==> src/verilog/input_params.svh <==
/*
 * Player input constants
 * Game codes, APB register map and keyboard codes of both key tables
 */
`ifndef INPUT_PARAMS_SVH
`define INPUT_PARAMS_SVH

// ########################################
// Game codes and register map
`define GAME_TYPE_RST 8'd104 // Four-player default game
`define GAME_TANK     8'd118 // Two-player tank game
`define APB_AW        4      // APB address width
`define REG_GAME      4'h0
`define REG_SVC       4'h4   // Service switch in bit 0

// ########################################
// Standard four-player table
`define KEY_STD_P1_UP    9'h175 // Cursor keys
`define KEY_STD_P1_DOWN  9'h172
`define KEY_STD_P1_LEFT  9'h16B
`define KEY_STD_P1_RIGHT 9'h174
`define KEY_STD_P1_FIRE  9'h014 // Left ctrl
`define KEY_STD_P1_MAGIC 9'h011 // Left alt
`define KEY_STD_P2_UP    9'h02D // R
`define KEY_STD_P2_DOWN  9'h02B // F
`define KEY_STD_P2_LEFT  9'h023 // D
`define KEY_STD_P2_RIGHT 9'h034 // G
`define KEY_STD_P2_FIRE  9'h01C
`define KEY_STD_P2_MAGIC 9'h01B
`define KEY_STD_P3_UP    9'h043 // I, K, J, L
`define KEY_STD_P3_DOWN  9'h042
`define KEY_STD_P3_LEFT  9'h03B
`define KEY_STD_P3_RIGHT 9'h04B
`define KEY_STD_P3_FIRE  9'h114 // Right ctrl
`define KEY_STD_P3_MAGIC 9'h059 // Right shift
`define KEY_STD_P4_UP    9'h075 // Numpad 8, 2, 4, 6
`define KEY_STD_P4_DOWN  9'h072
`define KEY_STD_P4_LEFT  9'h06B
`define KEY_STD_P4_RIGHT 9'h074
`define KEY_STD_P4_FIRE  9'h070 // Numpad 0
`define KEY_STD_P4_MAGIC 9'h071
`define KEY_COIN1        9'h02E // Digits 5 to 8, shared by both tables
`define KEY_COIN2        9'h036
`define KEY_COIN3        9'h03D
`define KEY_COIN4        9'h03E

// ########################################
// Tank table, two treads per player
`define KEY_TANK_P1_RBACK  9'h023
`define KEY_TANK_P1_LBACK  9'h01B
`define KEY_TANK_P1_RFORW  9'h024
`define KEY_TANK_P1_LFORW  9'h01D
`define KEY_TANK_P1_RTHUMB 9'h02D
`define KEY_TANK_P1_LTHUMB 9'h015
`define KEY_TANK_P1_RTRIG  9'h02B
`define KEY_TANK_P1_LTRIG  9'h01C
`define KEY_TANK_P2_RBACK  9'h042
`define KEY_TANK_P2_LBACK  9'h03B
`define KEY_TANK_P2_RFORW  9'h043
`define KEY_TANK_P2_LFORW  9'h03C
`define KEY_TANK_P2_RTHUMB 9'h044
`define KEY_TANK_P2_LTHUMB 9'h035
`define KEY_TANK_P2_RTRIG  9'h04B
`define KEY_TANK_P2_LTRIG  9'h033
`define KEY_TANK_START1    9'h016 // Digit 1
`define KEY_TANK_START2    9'h01E

`endif

==> src/verilog/input_pkg.sv <==
/*
 * Shared types of the player input block
 */
package input_pkg;

	typedef logic [7:0] player_port_t; // One player port, active high inside
	typedef logic [4:0] sys_port_t;    // Service, coin1, coin2, coin3, coin4 from the top

	// Keyboard code, bit 8 marks an extended key
	typedef logic [8:0] key_code_t;

	// Joystick word
	// [9] start, [8] coin, [7:4] buttons
	// [3] up, [2] down, [1] left, [0] right
	typedef logic [9:0] joy_t;

	typedef logic [7:0] game_type_t; // Game code register
	typedef logic [3:0] tread_t;     // W fwd, W back, X fwd, X back from the top
	typedef logic [3:0] btn_t;       // Four stick buttons

	// Port layout picked by the merge stage
	typedef enum logic {
		LAYOUT_STD,  // Four players, eight-way sticks
		LAYOUT_TANK  // Two players, tread controls
	} layout_e;

endpackage

==> src/verilog/input_if.sv <==
/*
 * Interfaces between the input stages and the merge stage
 * Both layouts travel side by side, the merge picks one
 */
interface key_bank_if import input_pkg::*; ();
	player_port_t std_p1;     // Standard bank bytes
	player_port_t std_p2;
	player_port_t std_p3;
	player_port_t std_p4;
	logic [3:0]   std_coin;   // Bit n is coin n+1
	player_port_t tank_p1;    // Tank bank bytes
	player_port_t tank_p2;
	logic [1:0]   tank_start; // Bit 0 is P1 start
	logic [1:0]   tank_coin;  // Coins 1 and 2

	modport src (output std_p1, std_p2, std_p3, std_p4, std_coin,
		tank_p1, tank_p2, tank_start, tank_coin);
	modport snk (input std_p1, std_p2, std_p3, std_p4, std_coin,
		tank_p1, tank_p2, tank_start, tank_coin);
endinterface

interface stick_if import input_pkg::*; ();
	player_port_t [3:0] direct; // Directions over buttons, one per stick
	tread_t       [1:0] tread;  // Tank commands, sticks 0 and 1
	btn_t         [1:0] btn;
	logic         [3:0] coin;   // Bit n from stick n
	logic         [3:0] start;

	modport src (output direct, tread, btn, coin, start);
	modport snk (input direct, tread, btn, coin, start);
endinterface

==> src/verilog/cfg_regs.sv <==
/*
 * APB configuration slave
 * Holds the game type and the service switch, zero wait states
 */
`include "input_params.svh"

module cfg_regs import input_pkg::*; (
	input  logic               clk_sys,
	input  logic               rst_n,
	input  logic               psel,
	input  logic               penable,
	input  logic               pwrite,
	input  logic [`APB_AW-1:0] paddr,
	input  logic [7:0]         pwdata,
	output logic [7:0]         prdata,
	output logic               pready,
	output logic               pslverr,
	output layout_e            layout,
	output logic               service
);

	game_type_t game_type;
	logic       access;   // Access phase, completes this cycle
	logic       hit_game;
	logic       hit_svc;

	assign pready   = 1'b1; // Never stalls
	assign access   = psel & penable & pready;
	assign hit_game = (paddr == `REG_GAME);
	assign hit_svc  = (paddr == `REG_SVC);
	assign pslverr  = access & ~(hit_game | hit_svc); // Unmapped offset

	// ########################################
	// Register writes
	always_ff @(posedge clk_sys) begin
		if (!rst_n) begin
			game_type <= `GAME_TYPE_RST;
			service   <= 1'b0; // Switch off
		end else if (access && pwrite) begin
			if (hit_game)
				game_type <= pwdata;
			if (hit_svc)
				service <= pwdata[0];
		end
	end

	// Read mux, zero for unmapped offsets
	always_comb begin
		prdata = '0;
		if (psel && !pwrite) begin
			if (hit_game)
				prdata = game_type;
			else if (hit_svc)
				prdata = {7'd0, service};
		end
	end

	// Only the tank game uses the tread layout
	assign layout = (game_type == `GAME_TANK) ? LAYOUT_TANK : LAYOUT_STD;

endmodule

==> src/verilog/key_matrix.sv <==
/*
 * Keyboard event decoder
 * Latches press and release into the standard and the tank key banks
 */
`include "input_params.svh"

module key_matrix import input_pkg::*; (
	input  logic      clk_sys,
	input  logic      rst_n,
	input  key_code_t key_code,
	input  logic      key_pressed,
	input  logic      key_toggle,
	key_bank_if.src   bank
);

	logic toggle_q; // Toggle level of the last clock
	logic key_evt;

	assign key_evt = (key_toggle != toggle_q); // Any edge is a new event

	always_ff @(posedge clk_sys) begin
		if (!rst_n) begin
			toggle_q        <= 1'b0;
			bank.std_p1     <= '0;
			bank.std_p2     <= '0;
			bank.std_p3     <= '0;
			bank.std_p4     <= '0;
			bank.std_coin   <= '0;
			bank.tank_p1    <= '0;
			bank.tank_p2    <= '0;
			bank.tank_start <= '0;
			bank.tank_coin  <= '0;
		end else begin
			toggle_q <= key_toggle;
			if (key_evt) begin
				// ########################################
				// Standard bank, up down left right in 7:4
				case (key_code)
					`KEY_STD_P1_UP:    bank.std_p1[7] <= key_pressed;
					`KEY_STD_P1_DOWN:  bank.std_p1[6] <= key_pressed;
					`KEY_STD_P1_LEFT:  bank.std_p1[5] <= key_pressed;
					`KEY_STD_P1_RIGHT: bank.std_p1[4] <= key_pressed;
					`KEY_STD_P1_FIRE:  bank.std_p1[1] <= key_pressed;
					`KEY_STD_P1_MAGIC: bank.std_p1[0] <= key_pressed;
					`KEY_STD_P2_UP:    bank.std_p2[7] <= key_pressed;
					`KEY_STD_P2_DOWN:  bank.std_p2[6] <= key_pressed;
					`KEY_STD_P2_LEFT:  bank.std_p2[5] <= key_pressed;
					`KEY_STD_P2_RIGHT: bank.std_p2[4] <= key_pressed;
					`KEY_STD_P2_FIRE:  bank.std_p2[1] <= key_pressed;
					`KEY_STD_P2_MAGIC: bank.std_p2[0] <= key_pressed;
					`KEY_STD_P3_UP:    bank.std_p3[7] <= key_pressed;
					`KEY_STD_P3_DOWN:  bank.std_p3[6] <= key_pressed;
					`KEY_STD_P3_LEFT:  bank.std_p3[5] <= key_pressed;
					`KEY_STD_P3_RIGHT: bank.std_p3[4] <= key_pressed;
					`KEY_STD_P3_FIRE:  bank.std_p3[1] <= key_pressed;
					`KEY_STD_P3_MAGIC: bank.std_p3[0] <= key_pressed;
					`KEY_STD_P4_UP:    bank.std_p4[7] <= key_pressed;
					`KEY_STD_P4_DOWN:  bank.std_p4[6] <= key_pressed;
					`KEY_STD_P4_LEFT:  bank.std_p4[5] <= key_pressed;
					`KEY_STD_P4_RIGHT: bank.std_p4[4] <= key_pressed;
					`KEY_STD_P4_FIRE:  bank.std_p4[1] <= key_pressed;
					`KEY_STD_P4_MAGIC: bank.std_p4[0] <= key_pressed;
					`KEY_COIN1:        bank.std_coin[0] <= key_pressed;
					`KEY_COIN2:        bank.std_coin[1] <= key_pressed;
					`KEY_COIN3:        bank.std_coin[2] <= key_pressed;
					`KEY_COIN4:        bank.std_coin[3] <= key_pressed;
					default: ;
				endcase
				// Tank bank, same event, codes may overlap the table above
				case (key_code)
					`KEY_TANK_P1_RBACK:  bank.tank_p1[7] <= key_pressed;
					`KEY_TANK_P1_LBACK:  bank.tank_p1[6] <= key_pressed;
					`KEY_TANK_P1_RFORW:  bank.tank_p1[5] <= key_pressed;
					`KEY_TANK_P1_LFORW:  bank.tank_p1[4] <= key_pressed;
					`KEY_TANK_P1_RTHUMB: bank.tank_p1[3] <= key_pressed;
					`KEY_TANK_P1_LTHUMB: bank.tank_p1[2] <= key_pressed;
					`KEY_TANK_P1_RTRIG:  bank.tank_p1[1] <= key_pressed;
					`KEY_TANK_P1_LTRIG:  bank.tank_p1[0] <= key_pressed;
					`KEY_TANK_P2_RBACK:  bank.tank_p2[7] <= key_pressed;
					`KEY_TANK_P2_LBACK:  bank.tank_p2[6] <= key_pressed;
					`KEY_TANK_P2_RFORW:  bank.tank_p2[5] <= key_pressed;
					`KEY_TANK_P2_LFORW:  bank.tank_p2[4] <= key_pressed;
					`KEY_TANK_P2_RTHUMB: bank.tank_p2[3] <= key_pressed;
					`KEY_TANK_P2_LTHUMB: bank.tank_p2[2] <= key_pressed;
					`KEY_TANK_P2_RTRIG:  bank.tank_p2[1] <= key_pressed;
					`KEY_TANK_P2_LTRIG:  bank.tank_p2[0] <= key_pressed;
					`KEY_TANK_START1:    bank.tank_start[0] <= key_pressed;
					`KEY_TANK_START2:    bank.tank_start[1] <= key_pressed;
					`KEY_COIN1:          bank.tank_coin[0] <= key_pressed;
					`KEY_COIN2:          bank.tank_coin[1] <= key_pressed;
					default: ;
				endcase
			end
		end
	end

endmodule

==> src/verilog/stick_xlate.sv <==
/*
 * Joystick translation
 * Registers the direct form of every stick and tread commands of sticks 0 and 1
 */
module stick_xlate import input_pkg::*; (
	input  logic  clk_sys,
	input  logic  rst_n,
	input  joy_t  joy0,
	input  joy_t  joy1,
	input  joy_t  joy2,
	input  joy_t  joy3,
	stick_if.src  stick
);

	joy_t [3:0] joy;

	assign joy = {joy3, joy2, joy1, joy0};

	// Eight-way position to {W fwd, W back, X fwd, X back}
	function automatic tread_t tank_cmd(input logic [3:0] dir);
		case (dir) // Up, down, left, right
			4'b1000: tank_cmd = 4'b1010; // Both treads forward
			4'b0100: tank_cmd = 4'b0101; // Both back
			4'b0010: tank_cmd = 4'b0110; // Spin left
			4'b0001: tank_cmd = 4'b1001; // Spin right
			4'b1010: tank_cmd = 4'b0010; // Up-left
			4'b1001: tank_cmd = 4'b1000; // Up-right
			4'b0101: tank_cmd = 4'b0100; // Down-right
			4'b0110: tank_cmd = 4'b0001; // Down-left
			default: tank_cmd = 4'b0000; // Centre or impossible combos
		endcase
	endfunction

	always_ff @(posedge clk_sys) begin
		if (!rst_n) begin
			stick.direct <= '0;
			stick.tread  <= '0;
			stick.btn    <= '0;
			stick.coin   <= '0;
			stick.start  <= '0;
		end else begin
			for (int i = 0; i < 4; i++) begin
				stick.direct[i] <= {joy[i][3:0], joy[i][7:4]}; // Up lands in bit 7
				stick.coin[i]   <= joy[i][8];
				stick.start[i]  <= joy[i][9];
			end
			// Only two tanks
			for (int i = 0; i < 2; i++) begin
				stick.tread[i] <= tank_cmd(joy[i][3:0]);
				stick.btn[i]   <= joy[i][7:4];
			end
		end
	end

endmodule

==> src/verilog/port_merge.sv <==
/*
 * Port merge
 * Picks the layout, ORs key and stick sources, drives active-low ports
 */
module port_merge import input_pkg::*; (
	input  logic         clk_sys,
	input  logic         rst_n,
	input  layout_e      layout,
	input  logic         service,
	key_bank_if.snk      bank,
	stick_if.snk         stick,
	output player_port_t p1_n,
	output player_port_t p2_n,
	output player_port_t p3_n,
	output player_port_t p4_n,
	output sys_port_t    sys_n
);

	player_port_t p1_d, p2_d, p3_d, p4_d; // Next port values, active low
	logic [3:0]   coin_key;
	logic [3:0]   coin_any;               // Bit n is coin n+1

	// Tread byte, X back, W back, X fwd, W fwd over buttons
	function automatic player_port_t tank_word(input tread_t t, input btn_t b);
		tank_word = {t[0], t[2], t[1], t[3], b};
	endfunction

	always_comb begin
		if (layout == LAYOUT_TANK) begin
			p1_d     = ~(bank.tank_p1 | tank_word(stick.tread[0], stick.btn[0]));
			p2_d     = ~(bank.tank_p2 | tank_word(stick.tread[1], stick.btn[1]));
			p3_d     = ~{6'd0, bank.tank_start | stick.start[1:0]}; // Start buttons
			p4_d     = '1;                                         // No fourth player
			coin_key = {2'b00, bank.tank_coin};                    // No coin 3 and 4 keys
		end else begin
			p1_d     = ~(bank.std_p1 | stick.direct[0]);
			p2_d     = ~(bank.std_p2 | stick.direct[1]);
			p3_d     = ~(bank.std_p3 | stick.direct[2]);
			p4_d     = ~(bank.std_p4 | stick.direct[3]);
			coin_key = bank.std_coin;
		end
	end

	assign coin_any = coin_key | stick.coin;

	// ########################################
	// Output register, all inactive in reset
	always_ff @(posedge clk_sys) begin
		if (!rst_n) begin
			p1_n  <= '1;
			p2_n  <= '1;
			p3_n  <= '1;
			p4_n  <= '1;
			sys_n <= '1;
		end else begin
			p1_n  <= p1_d;
			p2_n  <= p2_d;
			p3_n  <= p3_d;
			p4_n  <= p4_d;
			sys_n <= {~service, ~coin_any[0], ~coin_any[1], ~coin_any[2], ~coin_any[3]};
		end
	end

endmodule

==> src/verilog/player_input_top.sv <==
/*
 * Player input block
 * Keyboard and joystick sources merged into four player ports and a system port
 */
`include "input_params.svh"

module player_input_top import input_pkg::*; (
	input  logic               clk_sys,
	input  logic               rst_n,
	// APB slave
	input  logic               psel,
	input  logic               penable,
	input  logic               pwrite,
	input  logic [`APB_AW-1:0] paddr,
	input  logic [7:0]         pwdata,
	output logic [7:0]         prdata,
	output logic               pready,
	output logic               pslverr,
	// Keyboard events
	input  key_code_t          key_code,
	input  logic               key_pressed,
	input  logic               key_toggle,
	// Joysticks
	input  joy_t               joy0,
	input  joy_t               joy1,
	input  joy_t               joy2,
	input  joy_t               joy3,
	// Active-low game ports
	output player_port_t       p1_n,
	output player_port_t       p2_n,
	output player_port_t       p3_n,
	output player_port_t       p4_n,
	output sys_port_t          sys_n
);

	layout_e layout;  // From the game type register
	logic    service;

	key_bank_if keys ();
	stick_if    sticks ();

	cfg_regs u_cfg (.clk_sys(clk_sys), .rst_n(rst_n),
		.psel(psel), .penable(penable), .pwrite(pwrite), .paddr(paddr),
		.pwdata(pwdata), .prdata(prdata), .pready(pready), .pslverr(pslverr),
		.layout(layout), .service(service));

	key_matrix u_keys (.clk_sys(clk_sys), .rst_n(rst_n), .key_code(key_code),
		.key_pressed(key_pressed), .key_toggle(key_toggle), .bank(keys.src));

	stick_xlate u_sticks (.clk_sys(clk_sys), .rst_n(rst_n),
		.joy0(joy0), .joy1(joy1), .joy2(joy2), .joy3(joy3), .stick(sticks.src));

	port_merge u_merge (.clk_sys(clk_sys), .rst_n(rst_n),
		.layout(layout), .service(service), .bank(keys.snk), .stick(sticks.snk),
		.p1_n(p1_n), .p2_n(p2_n), .p3_n(p3_n), .p4_n(p4_n), .sys_n(sys_n));

endmodule

==> config.mk <==
export PLATFORM = sky130hd
export DESIGN_NAME = player_input_top
export DESIGN_NICKNAME = d
export VERILOG_FILES = /design/src/verilog/input_pkg.sv /design/src/verilog/input_if.sv /design/src/verilog/cfg_regs.sv /design/src/verilog/key_matrix.sv /design/src/verilog/stick_xlate.sv /design/src/verilog/port_merge.sv /design/src/verilog/player_input_top.sv
export VERILOG_INCLUDE_DIRS = /design/src /design/src/verilog
export SDC_FILE = /design/constraint.sdc
export NUM_CORES = 1
export LEC_CHECK = 0
export BUFFER_PORTS_ARGS = -buffer_cell sky130_fd_sc_hd__buf_2
export CAP_MARGIN = 20
export CORE_MARGIN = 10
export CORE_UTILIZATION = 55
export DETAILED_ROUTE_END_ITERATION = 6
export PLACE_DENSITY = 0.83
export SLEW_MARGIN = 20
export SYNTH_ARGS = -nofsm -noshare
export SYNTH_HDL_FRONTEND = slang
export SYNTH_SLANG_ARGS = --single-unit
==> constraint.sdc <==
create_clock -name clk_sys -period 2.7 [get_ports clk_sys]
set_input_delay 0.27 -clock clk_sys [delete_from_list [all_inputs] [get_ports clk_sys]]
set_output_delay 0.27 -clock clk_sys [all_outputs]
set_load 0.01 [all_outputs]
==> results of run 1 <==
cell usage in the layout (no fill, tap or decap), types with 3 or more instances in the layout:
master / n
sky130_fd_sc_hd__clkbuf_16: 16
sky130_fd_sc_hd__o311ai_0: 14
sky130_fd_sc_hd__buf_2: 111
sky130_fd_sc_hd__o21a_1: 4
sky130_fd_sc_hd__nand4_1: 36
sky130_fd_sc_hd__nand2_1: 53
sky130_fd_sc_hd__a21boi_0: 3
sky130_fd_sc_hd__and3_1: 4
sky130_fd_sc_hd__buf_4: 7
sky130_fd_sc_hd__bufinv_16: 3
sky130_fd_sc_hd__nand3_1: 15
sky130_fd_sc_hd__nor2b_1: 7
sky130_fd_sc_hd__nor2_1: 23
sky130_fd_sc_hd__nor4bb_1: 4
sky130_fd_sc_hd__and2_1: 48
sky130_fd_sc_hd__clkinvlp_4: 4
sky130_fd_sc_hd__mux2i_1: 51
sky130_fd_sc_hd__dlygate4sd3_1: 34
sky130_fd_sc_hd__o21ai_0: 18
sky130_fd_sc_hd__and4b_1: 4
sky130_fd_sc_hd__dfxtp_1: 130
sky130_fd_sc_hd__nand2b_1: 3
sky130_fd_sc_hd__nor3_1: 3
synth_stat cells, drive strengths merged (5+ instances only):
| library cell | number | share of area, % |
|---|---|---|
| nor2b | 7 | 0.91 |
| o21ai | 18 | 1.9 |
| and2 | 48 | 6.3 |
| nand3 | 15 | 1.6 |
| dfxtp | 130 | 54 |
| nor2 | 23 | 1.8 |
| and3 | 5 | 0.68 |
| nand4 | 36 | 4.7 |
| nor3 | 5 | 0.86 |
| nand2 | 53 | 4.2 |
| clkbuf | 28 | 2.2 |
| buf | 8 | 0.99 |
| mux2i | 51 | 11 |
| o311ai | 14 | 2.6 |
per-layer routing:
| metal | vias to the layer above | routed length (um) | part of all wire [%] |
|---|---|---|---|
| li1 | 1937 | - | - |
| met1 | 1821 | 5120 | 41 |
| met2 | 152 | 6100 | 49 |
| met3 | 24 | 855 | 6.9 |
| met4 | 0 | 278 | 2.3 |
| met5 | - | 0 | 0 |
worst min-delay path by stage:
stage	from	end	slack [ns]	cells past startpoint
finish	pwdata[3]	u_cfg.game_type[3]$_SDFFE_PN1P_	0.007	3
global route	joy0[3]	u_sticks.stick.direct[7]$_SDFF_PN0_	0.02	2
CTS	pwdata[3]	u_cfg.game_type[3]$_SDFFE_PN1P_	0.002	3
detailed placement	u_sticks.stick.direct[27]$_SDFF_PN0_	u_merge.p4_n[3]$_SDFF_PP1_	0.35	1
global placement	u_sticks.stick.direct[18]$_SDFF_PN0_	u_merge.p3_n[2]$_SDFF_PP1_	0.35	1
floorplan	u_sticks.stick.direct[18]$_SDFF_PN0_	u_merge.p3_n[2]$_SDFF_PP1_	0.34	1
registers in the layout, indices dropped and copies added (netlist names), 3 cells and up:
signal / count
u_keys.bank.std_p4: 6
u_sticks.stick.coin: 4
u_merge.p3_n: 8
u_merge.p4_n: 8
u_keys.bank.tank_p1: 7
u_sticks.stick.btn: 6
u_merge.p1_n: 8
u_sticks.stick.direct: 26
u_keys.bank.tank_p2: 8
u_keys.bank.std_p1: 6
u_merge.p2_n: 8
u_cfg.game_type: 8
u_keys.bank.std_coin: 3
u_sticks.stick.tread: 8
u_merge.sys_n: 5
power by group through the flow:
stage / clock network (mW) / logic (mW) / registers (mW)
final: 2.27 / 0.291 / 1.99
after global routing: 2.38 / 0.320 / 2.00
after CTS: 2.29 / 0.290 / 1.99
after detailed placement: 0 / 0.249 / 2.03
after global placement: 0 / 0.241 / 2.03
after floorplan: 0 / 0.132 / 2.04
cell type report:
cell class,instances,area share [%]
multi-input combinational,307,32.1
timing repair buffer,153,15.3
clock buffer,20,6.88
sequential,130,41.1
inverter,1,0.0593
tap,105,2.08
antenna,1,0.0395
clock inverter,12,2.47
cells by family (layout without fill, tap and decap cells):
family	count (synthesis)	after routing	share of synthesized area, %
mux	51	51	10.7
compound gates	39	39	5.54
xor+xnor	1	1	0.340
simple gates	215	215	25.8
buf+inv	37	186	3.27
flops	130	130	54.4
other cells	1	2	0.0783
critical path, delay by kind of cell:
kind	cells	cell delay (ns)
buffers and inverters	2	0.24
AND/OR/NAND/NOR	3	1.13
timing repair:
action	4_1_cts	5_1_grt
hold buffers	34	0
resized for setup	0	0
endpoints found under the hold margin	34	0
==> run_results.csv, run 1 <==
group,metric,value,unit
cells_and_area,combined_area_of_the_multi_input_logic_cells,2030,um^2
setup_path,r2r_slack,0.93,ns
synth,async_reset_ff_share,0,%
grt,grt_pass1_vias,4100,
place,post-place-cells,662,
cells_and_area,nets,678,
setup_path,worst_setup_path_start_kind,"primary input",
cells_and_area,seq_area,2600,um^2
cells_and_area,layout_cell_share_with_drive_strength_beyond_1,25.5,%
timing,hold_viol_final,0,
clock_tree,postCtsSetupRepairBufs,0,
cells_and_area,area_growth,32.2,%
setup_path,ff2ff_path_depth,4,
timing,fin_tns_setup,0,ns
floorplanning,rows,33,
setup_path,worst-setup-path-type,"in -> out",
place,detailedPlacementHpwl,8.10,mm
setup_path,crit_path_max_fanout,7,
cells_and_area,layout_cells_excl_fill,729,
setup_path,cpMaxStageDelayCell,"sky130_fd_sc_hd__nor3_1",
clock_tree,cts_tree,"done",
detailed_routing,detailedRoute.firstPassIterationCount,5,
timing,finalHoldWorstSlack,0.00727,ns
grt,grt_first_pass_wirelength,20.3,mm
timing,number_of_pins_exceeding_their_max_slew_limit_in_the_final_report,0,
setup_path,r2r_start,"u_cfg.game_type[0]$_SDFFE_PN0P_",
floorplanning,io_pins,115,
grt,global_route.usage.met2,32.4,%
timing,measured_slew_at_the_worst_slew_check_pin,0.788,ns
synth,synth_sequential_area_ratio,54.4,%
grt,antenna_found_initial,1,
synth,area_of_the_mapped_netlist,4790,um^2
clock_tree,clkSinkCount,130,
synth,synth-main-ff-cell,"sky130_fd_sc_hd__dfxtp_1",
synth,synth.distinct_cells,38,
floorplanning,placeable_core_area,8340,um^2
place,placedInstanceArea,5400,um^2
grt,largest_net_degree_at_the_start_of_global_routing,50,
synth,synth-warning-count,0,
floorplanning,initial_core_util,57.4,%
detailed_routing,drtAntennaViolNets,0,
cells_and_area,postLayoutCoreUtil,75.9,%
pwr,cellLeakagePower,2.74,nW
clock_tree,clkTransAtPathRegs,0.06,ns
floorplanning,die_h,113,um
place,place.gp.congestion,0.885,
detailed_routing,drt_wl_total,12.4,mm
setup_path,worst_path_largest_cell_delay,0.51,ns
synth,syn_area_per_cell,10.1,um^2
pwr,power_density,720,nW/um^2
setup_path,critPathCaptureType,"output pin",
cells_and_area,num-fill-cells,548,
clock_tree,cts-buffers-inserted,17,
setup_path,crit-reg2reg-capture,"u_merge.p1_n[6]$_SDFF_PN1_",
clock_tree,root_buffer,"sky130_fd_sc_hd__clkbuf_8",
synth,yosys_register_bits,130,
worst_hold_path,holdCritPathClass,"in -> reg",
cells_and_area,fin_area,6330,um^2
pwr,vdd_ir_drop_max,0.364,mV
detailed_routing,drtIter0Drc,268,
place,pre_cts_slack,0.847,ns
timing,maxClockFrequency,521,MHz
detailed_routing,dr_wl_cell,16.9,um
synth,synth_edf_count,0,
floorplanning,fp.dieArea,12800,um^2
timing,setup-violations-final,0,
detailed_routing,route.detailed.drc,0,
timing,fin_crit_sh,71.1,%
grt,globalRouteMet3Util,6.02,%
floorplanning,chipWidth,113,um
setup_path,arrival,1.65,ns
pwr,share_of_total_power_in_the_clock_network,49.9,%
grt,global_routing_s_busiest_layer,"met2",
place,port-buffer-count,111,
grt,groute.usage.overall,19.3,%
grt,groute.layer.met1.usage,22.1,%
timing,clock_skew,0.00741,ns
setup_path,worst-endpoint-required,2.43,ns
setup_path,path_cells,"buf_2, or3_4, nor3_1, and2_1, buf_2",
timing,period_needed,1.92,ns
pwr,total_power,4.56,mW
setup_path,critPathMostFrequentCell,"sky130_fd_sc_hd__buf_2",
clock_tree,clockBufferDepth,2,
timing,relSlewSlack,47.2,%
setup_path,crit_end,"prdata[2]",
clock_tree,htree_levels,4,
pwr,internal_power_component,3.55,mW
setup_path,setup.worst_path.start,"paddr[1]",
flow_run,maxCapViolations,0,
run_status,run_status,"finished, final reports clean",
timing,rsz_0062_raised_after_global_routing,"no",
synth,syn_inst,474,
detailed_routing,vias,3934,
timing,fin_ws,0.781,ns
pwr,switching_share,22.2,%
clock_tree,clkLatencyLatePin,0.52,ns
pwr,share_seq_of_total_power,43.8,%
pwr,power_switching,1.01,mW
pwr,p_comb_share,6.4,%
synth,synth.net_count,542,
detailed_routing,avgViaCountPerCell,5.40,
grt,gr-total-overflow,0,
Power figures use the tool's default switching activity.
==> inputs of run 2 (changes only) <==
--- a/config.mk
+++ b/config.mk
@@ -6,12 +6,13 @@
 export SDC_FILE = /design/constraint.sdc
 export NUM_CORES = 1
 export LEC_CHECK = 0
+export ABC_AREA = 1
 export BUFFER_PORTS_ARGS = -buffer_cell sky130_fd_sc_hd__buf_2
 export CAP_MARGIN = 20
 export CORE_MARGIN = 10
-export CORE_UTILIZATION = 55
+export CORE_UTILIZATION = 53
 export DETAILED_ROUTE_END_ITERATION = 6
-export PLACE_DENSITY = 0.83
+export PLACE_DENSITY = 0.79
 export SLEW_MARGIN = 20
 export SYNTH_ARGS = -nofsm -noshare
 export SYNTH_HDL_FRONTEND = slang
==> constraint.sdc (replaced) <==
create_clock -name clk_sys -period 1.8 [get_ports clk_sys]
set_input_delay 0.18 -clock clk_sys [delete_from_list [all_inputs] [get_ports clk_sys]]
set_output_delay 0.18 -clock clk_sys [all_outputs]
set_load 0.01 [all_outputs]
==> run 2 against run 1 <==
Sequential power grew 51%. Synthesized cell count grew 43%. Setup slack lost 0.69 ns. Critical path depth grew 1. Clock power grew 78%. Final cell count grew 35%. Sequential share of layout area shrank 3.5 points. Sequential cell count is the same. Cell area grew 9.4%. Global-route usage grew 0.36 points. Critical endpoint is now u_sticks.stick.tread[2]$_SDFF_PP0_. Largest cell class unchanged. Largest power group unchanged.
==> run_results.csv, run 2 <==
group,metric,value,unit
grt,global_route.usage.met2,35.7,%
place,port-buffer-count,111,
synth,synth_edf_count,0,
synth,post_synth_main_area_contributors,"sky130_fd_sc_hd__dfxtp_1 51%, sky130_fd_sc_hd__nand2_1 10%, sky130_fd_sc_hd__nor2_1 9.5%, sky130_fd_sc_hd__nand3_1 7.7%, sky130_fd_sc_hd__inv_1 5.4%",
synth,area_of_the_mapped_netlist,5080,um^2
pwr,power_density,1090,nW/um^2
cells_and_area,final_common_cell,"sky130_fd_sc_hd__nand2_1",
grt,global_routing_s_busiest_layer,"met2",
setup_path,cpMaxStageDelayCell,"sky130_fd_sc_hd__dlygate4sd3_1",
cells_and_area,largest_reg_flops,26,
clock_tree,root_buffer,"sky130_fd_sc_hd__clkbuf_8",
setup_path,r2r_slack,0.40,ns
run_status,run_status,"finished, final reports clean",
cells_and_area,layout_cells_excl_fill,981,
synth,synth.net_count,744,
pwr,cellLeakagePower,3.32,nW
timing,maxClockFrequency,584,MHz
place,post-place-cells,896,
timing,finalHoldWorstSlack,0.0763,ns
synth,synth-main-ff-cell,"sky130_fd_sc_hd__dfxtp_1",
worst_hold_path,holdCritPathClass,"in -> reg",
floorplanning,fp.dieArea,13900,um^2
place,place.gp.congestion,0.888,
floorplanning,chipWidth,118,um
floorplanning,placeable_core_area,9280,um^2
timing,fin_crit_sh,95.2,%
cells_and_area,fin_area,6930,um^2
synth,synth_commonest_cells,"140 x sky130_fd_sc_hd__nand2_1, 130 x sky130_fd_sc_hd__dfxtp_1, 128 x sky130_fd_sc_hd__nor2_1",
grt,groute.layer.met1.usage,20.4,%
grt,grt_pass1_vias,5034,
detailed_routing,dr_wl_cell,14.0,um
clock_tree,htree_levels,4,
setup_path,worst-endpoint-required,2.27,ns
timing,clock_skew,0.00596,ns
cells_and_area,nets,906,
setup_path,crit-reg2reg-capture,"u_keys.bank.std_p1[1]$_SDFFE_PN0P_",
setup_path,ff2ff_path_depth,8,
cells_and_area,postLayoutCoreUtil,74.6,%
detailed_routing,drtAntennaViolNets,0,
cells_and_area,mostFrequentLayoutCells,"140 x sky130_fd_sc_hd__nand2_1, 130 x sky130_fd_sc_hd__dfxtp_1, 128 x sky130_fd_sc_hd__nor2_1, 110 x sky130_fd_sc_hd__buf_2, 78 x sky130_fd_sc_hd__nand3_1",
cells_and_area,layout_cell_share_with_drive_strength_beyond_1,22.2,%
setup_path,critPathCaptureType,"flip-flop",
floorplanning,rows,35,
synth,synthDominantCellAreaShare,51.2,%
timing,fin_ws,0.0867,ns
setup_path,critPathMostFrequentCell,"sky130_fd_sc_hd__dlygate4sd3_1",
timing,relSlewSlack,57.4,%
setup_path,critical_path_cell_count,6,
floorplanning,initial_core_util,54.7,%
detailed_routing,avgViaCountPerCell,4.98,
timing,rsz_0062_raised_after_global_routing,"no",
synth,syn_area_per_cell,7.51,um^2
timing,fin_tns_setup,0,ns
setup_path,critical_path_buf_inv_count,4,
clock_tree,clkSinkCount,130,
setup_path,crit_end,"u_sticks.stick.tread[2]$_SDFF_PP0_",
floorplanning,die_h,118,um
flow_run,maxCapViolations,0,
setup_path,worst-setup-path-type,"in -> reg",
synth,synth-warning-count,0,
setup_path,path_cells,"dlygate4sd3_1, buf_8, inv_1, or2_2, a211oi_1, dlygate4sd3_1",
detailed_routing,vias,4885,
clock_tree,clkLatencyLatePin,0.52,ns
place,pre_cts_slack,0.435,ns
clock_tree,clockBufferDepth,2,
timing,measured_slew_at_the_worst_slew_check_pin,0.638,ns
synth,synth_sequential_area_ratio,51.2,%
synth,syn_inst,676,
setup_path,critical-path-top-delay-family,"buffers and inverters",
clock_tree,cts-buffers-inserted,17,
grt,globalRouteMet3Util,5.47,%
clock_tree,clkTransAtPathRegs,0.06,ns
clock_tree,cts_tree,"done",
timing,hold_viol_final,0,
floorplanning,io_pins,115,
detailed_routing,drt_wl_total,13.7,mm
detailed_routing,route.detailed.drc,0,
synth,netlist.top_cell.by_area,"sky130_fd_sc_hd__dfxtp_1",
detailed_routing,detailedRoute.firstPassIterationCount,6,
grt,gr-total-overflow,0,
synth,synth.distinct_cells,25,
cells_and_area,area_growth,36.4,%
grt,largest_net_degree_at_the_start_of_global_routing,49,
place,placedInstanceArea,5690,um^2
synth,async_reset_ff_share,0,%
synth,yosys_register_bits,130,
setup_path,crit_path_max_fanout,25,
setup_path,r2r_start,"u_keys.toggle_q$_SDFF_PN0_",
setup_path,setup.worst_path.start,"rst_n",
timing,setup-violations-final,0,
place,detailedPlacementHpwl,8.83,mm
grt,groute.usage.overall,19.7,%
grt,antenna_found_initial,1,
timing,number_of_pins_exceeding_their_max_slew_limit_in_the_final_report,0,
timing,period_needed,1.71,ns
synth,most_common_cell_in_the_synthesized_netlist,"sky130_fd_sc_hd__nand2_1",
setup_path,worst_path_largest_cell_delay,0.57,ns
pwr,total_power,7.58,mW
pwr,vdd_ir_drop_max,0.582,mV
detailed_routing,drtIter0Drc,361,
setup_path,arrival,2.18,ns
grt,grt_first_pass_wirelength,22.8,mm
setup_path,worst_setup_path_start_kind,"primary input",
cells_and_area,num-fill-cells,677,
cells_and_area,most_flop_heavy_register,"u_sticks.stick.direct",
## run 2: cell families after synthesis
kind of cell	share of synthesized area (%)
simple gates	31.4
buf+inv	9.71
flops	51.2
other cells	0.0738
compound gates	7.54
## run 2: area by class of cell
| cell class | count | area [um^2] | area share (%) |
|---|---|---|---|
| Timing Repair Buffer | 173 | 1190 | 17.1 |
| Inverter | 76 | 285 | 4.12 |
| Sequential cell | 130 | 2600 | 37.6 |
| Clock buffer | 20 | 455 | 6.57 |
| Antenna cell | 1 | 2.50 | 0.0361 |
| Tap cell | 129 | 161 | 2.33 |
| Clock inverter | 12 | 251 | 3.63 |
| Multi-Input combinational cell | 440 | 1980 | 28.6 |
## run 2: repair_timing
action / 4_1_cts / 5_1_grt
setup buffers: 0 / 0
hold endpoints to repair: 57 / 0
gates resized for setup: 0 / 2
setup endpoints to repair: 0 / 4
hold buffers: 52 / 0
## run 2: where the power goes
| group | switching, mW | internal [mW] |
|---|---|---|
| clock | 1.26 | 2.79 |
| combinational | 0.304 | 0.236 |
| sequential | 0.0270 | 2.97 |
## run 2: worst register-to-register path, stage by stage, from the launching register on
cell and delay (ns):
sky130_fd_sc_hd__dfxtp_1 0.34, sky130_fd_sc_hd__inv_1 0.06, sky130_fd_sc_hd__nand2_2 0.07, sky130_fd_sc_hd__nand2_4 0.08
sky130_fd_sc_hd__nor2_8 0.09, sky130_fd_sc_hd__buf_4 0.32, sky130_fd_sc_hd__nand3_1 0.17, sky130_fd_sc_hd__nand2_1 0.12
sky130_fd_sc_hd__nor2_1 0.04
## run 2: worst min-delay path by stage
stage,endpoint,cells after the start,slack [ns],from
6_report,u_cfg.service$_SDFFE_PN0P_,5,0.08,paddr[2]
5_1_grt,u_cfg.service$_SDFFE_PN0P_,5,0.12,paddr[2]
4_1_cts,u_cfg.service$_SDFFE_PN0P_,5,0.04,paddr[2]
3_5_place_dp,u_merge.p3_n[3]$_SDFF_PP1_,1,0.35,u_sticks.stick.direct[19]$_SDFF_PN0_
3_3_place_gp,u_merge.p4_n[2]$_SDFF_PP1_,1,0.35,u_sticks.stick.direct[26]$_SDFF_PN0_
2_1_floorplan,u_sticks.stick.direct[14]$_SDFF_PN0_,2,0.27,joy1[2]
## run 2: metal layers
metal,up-vias,share of wire [%]
li1,2430,-
met1,2247,40
met2,173,52
met3,35,5.2
met4,0,3.2
met5,-,0
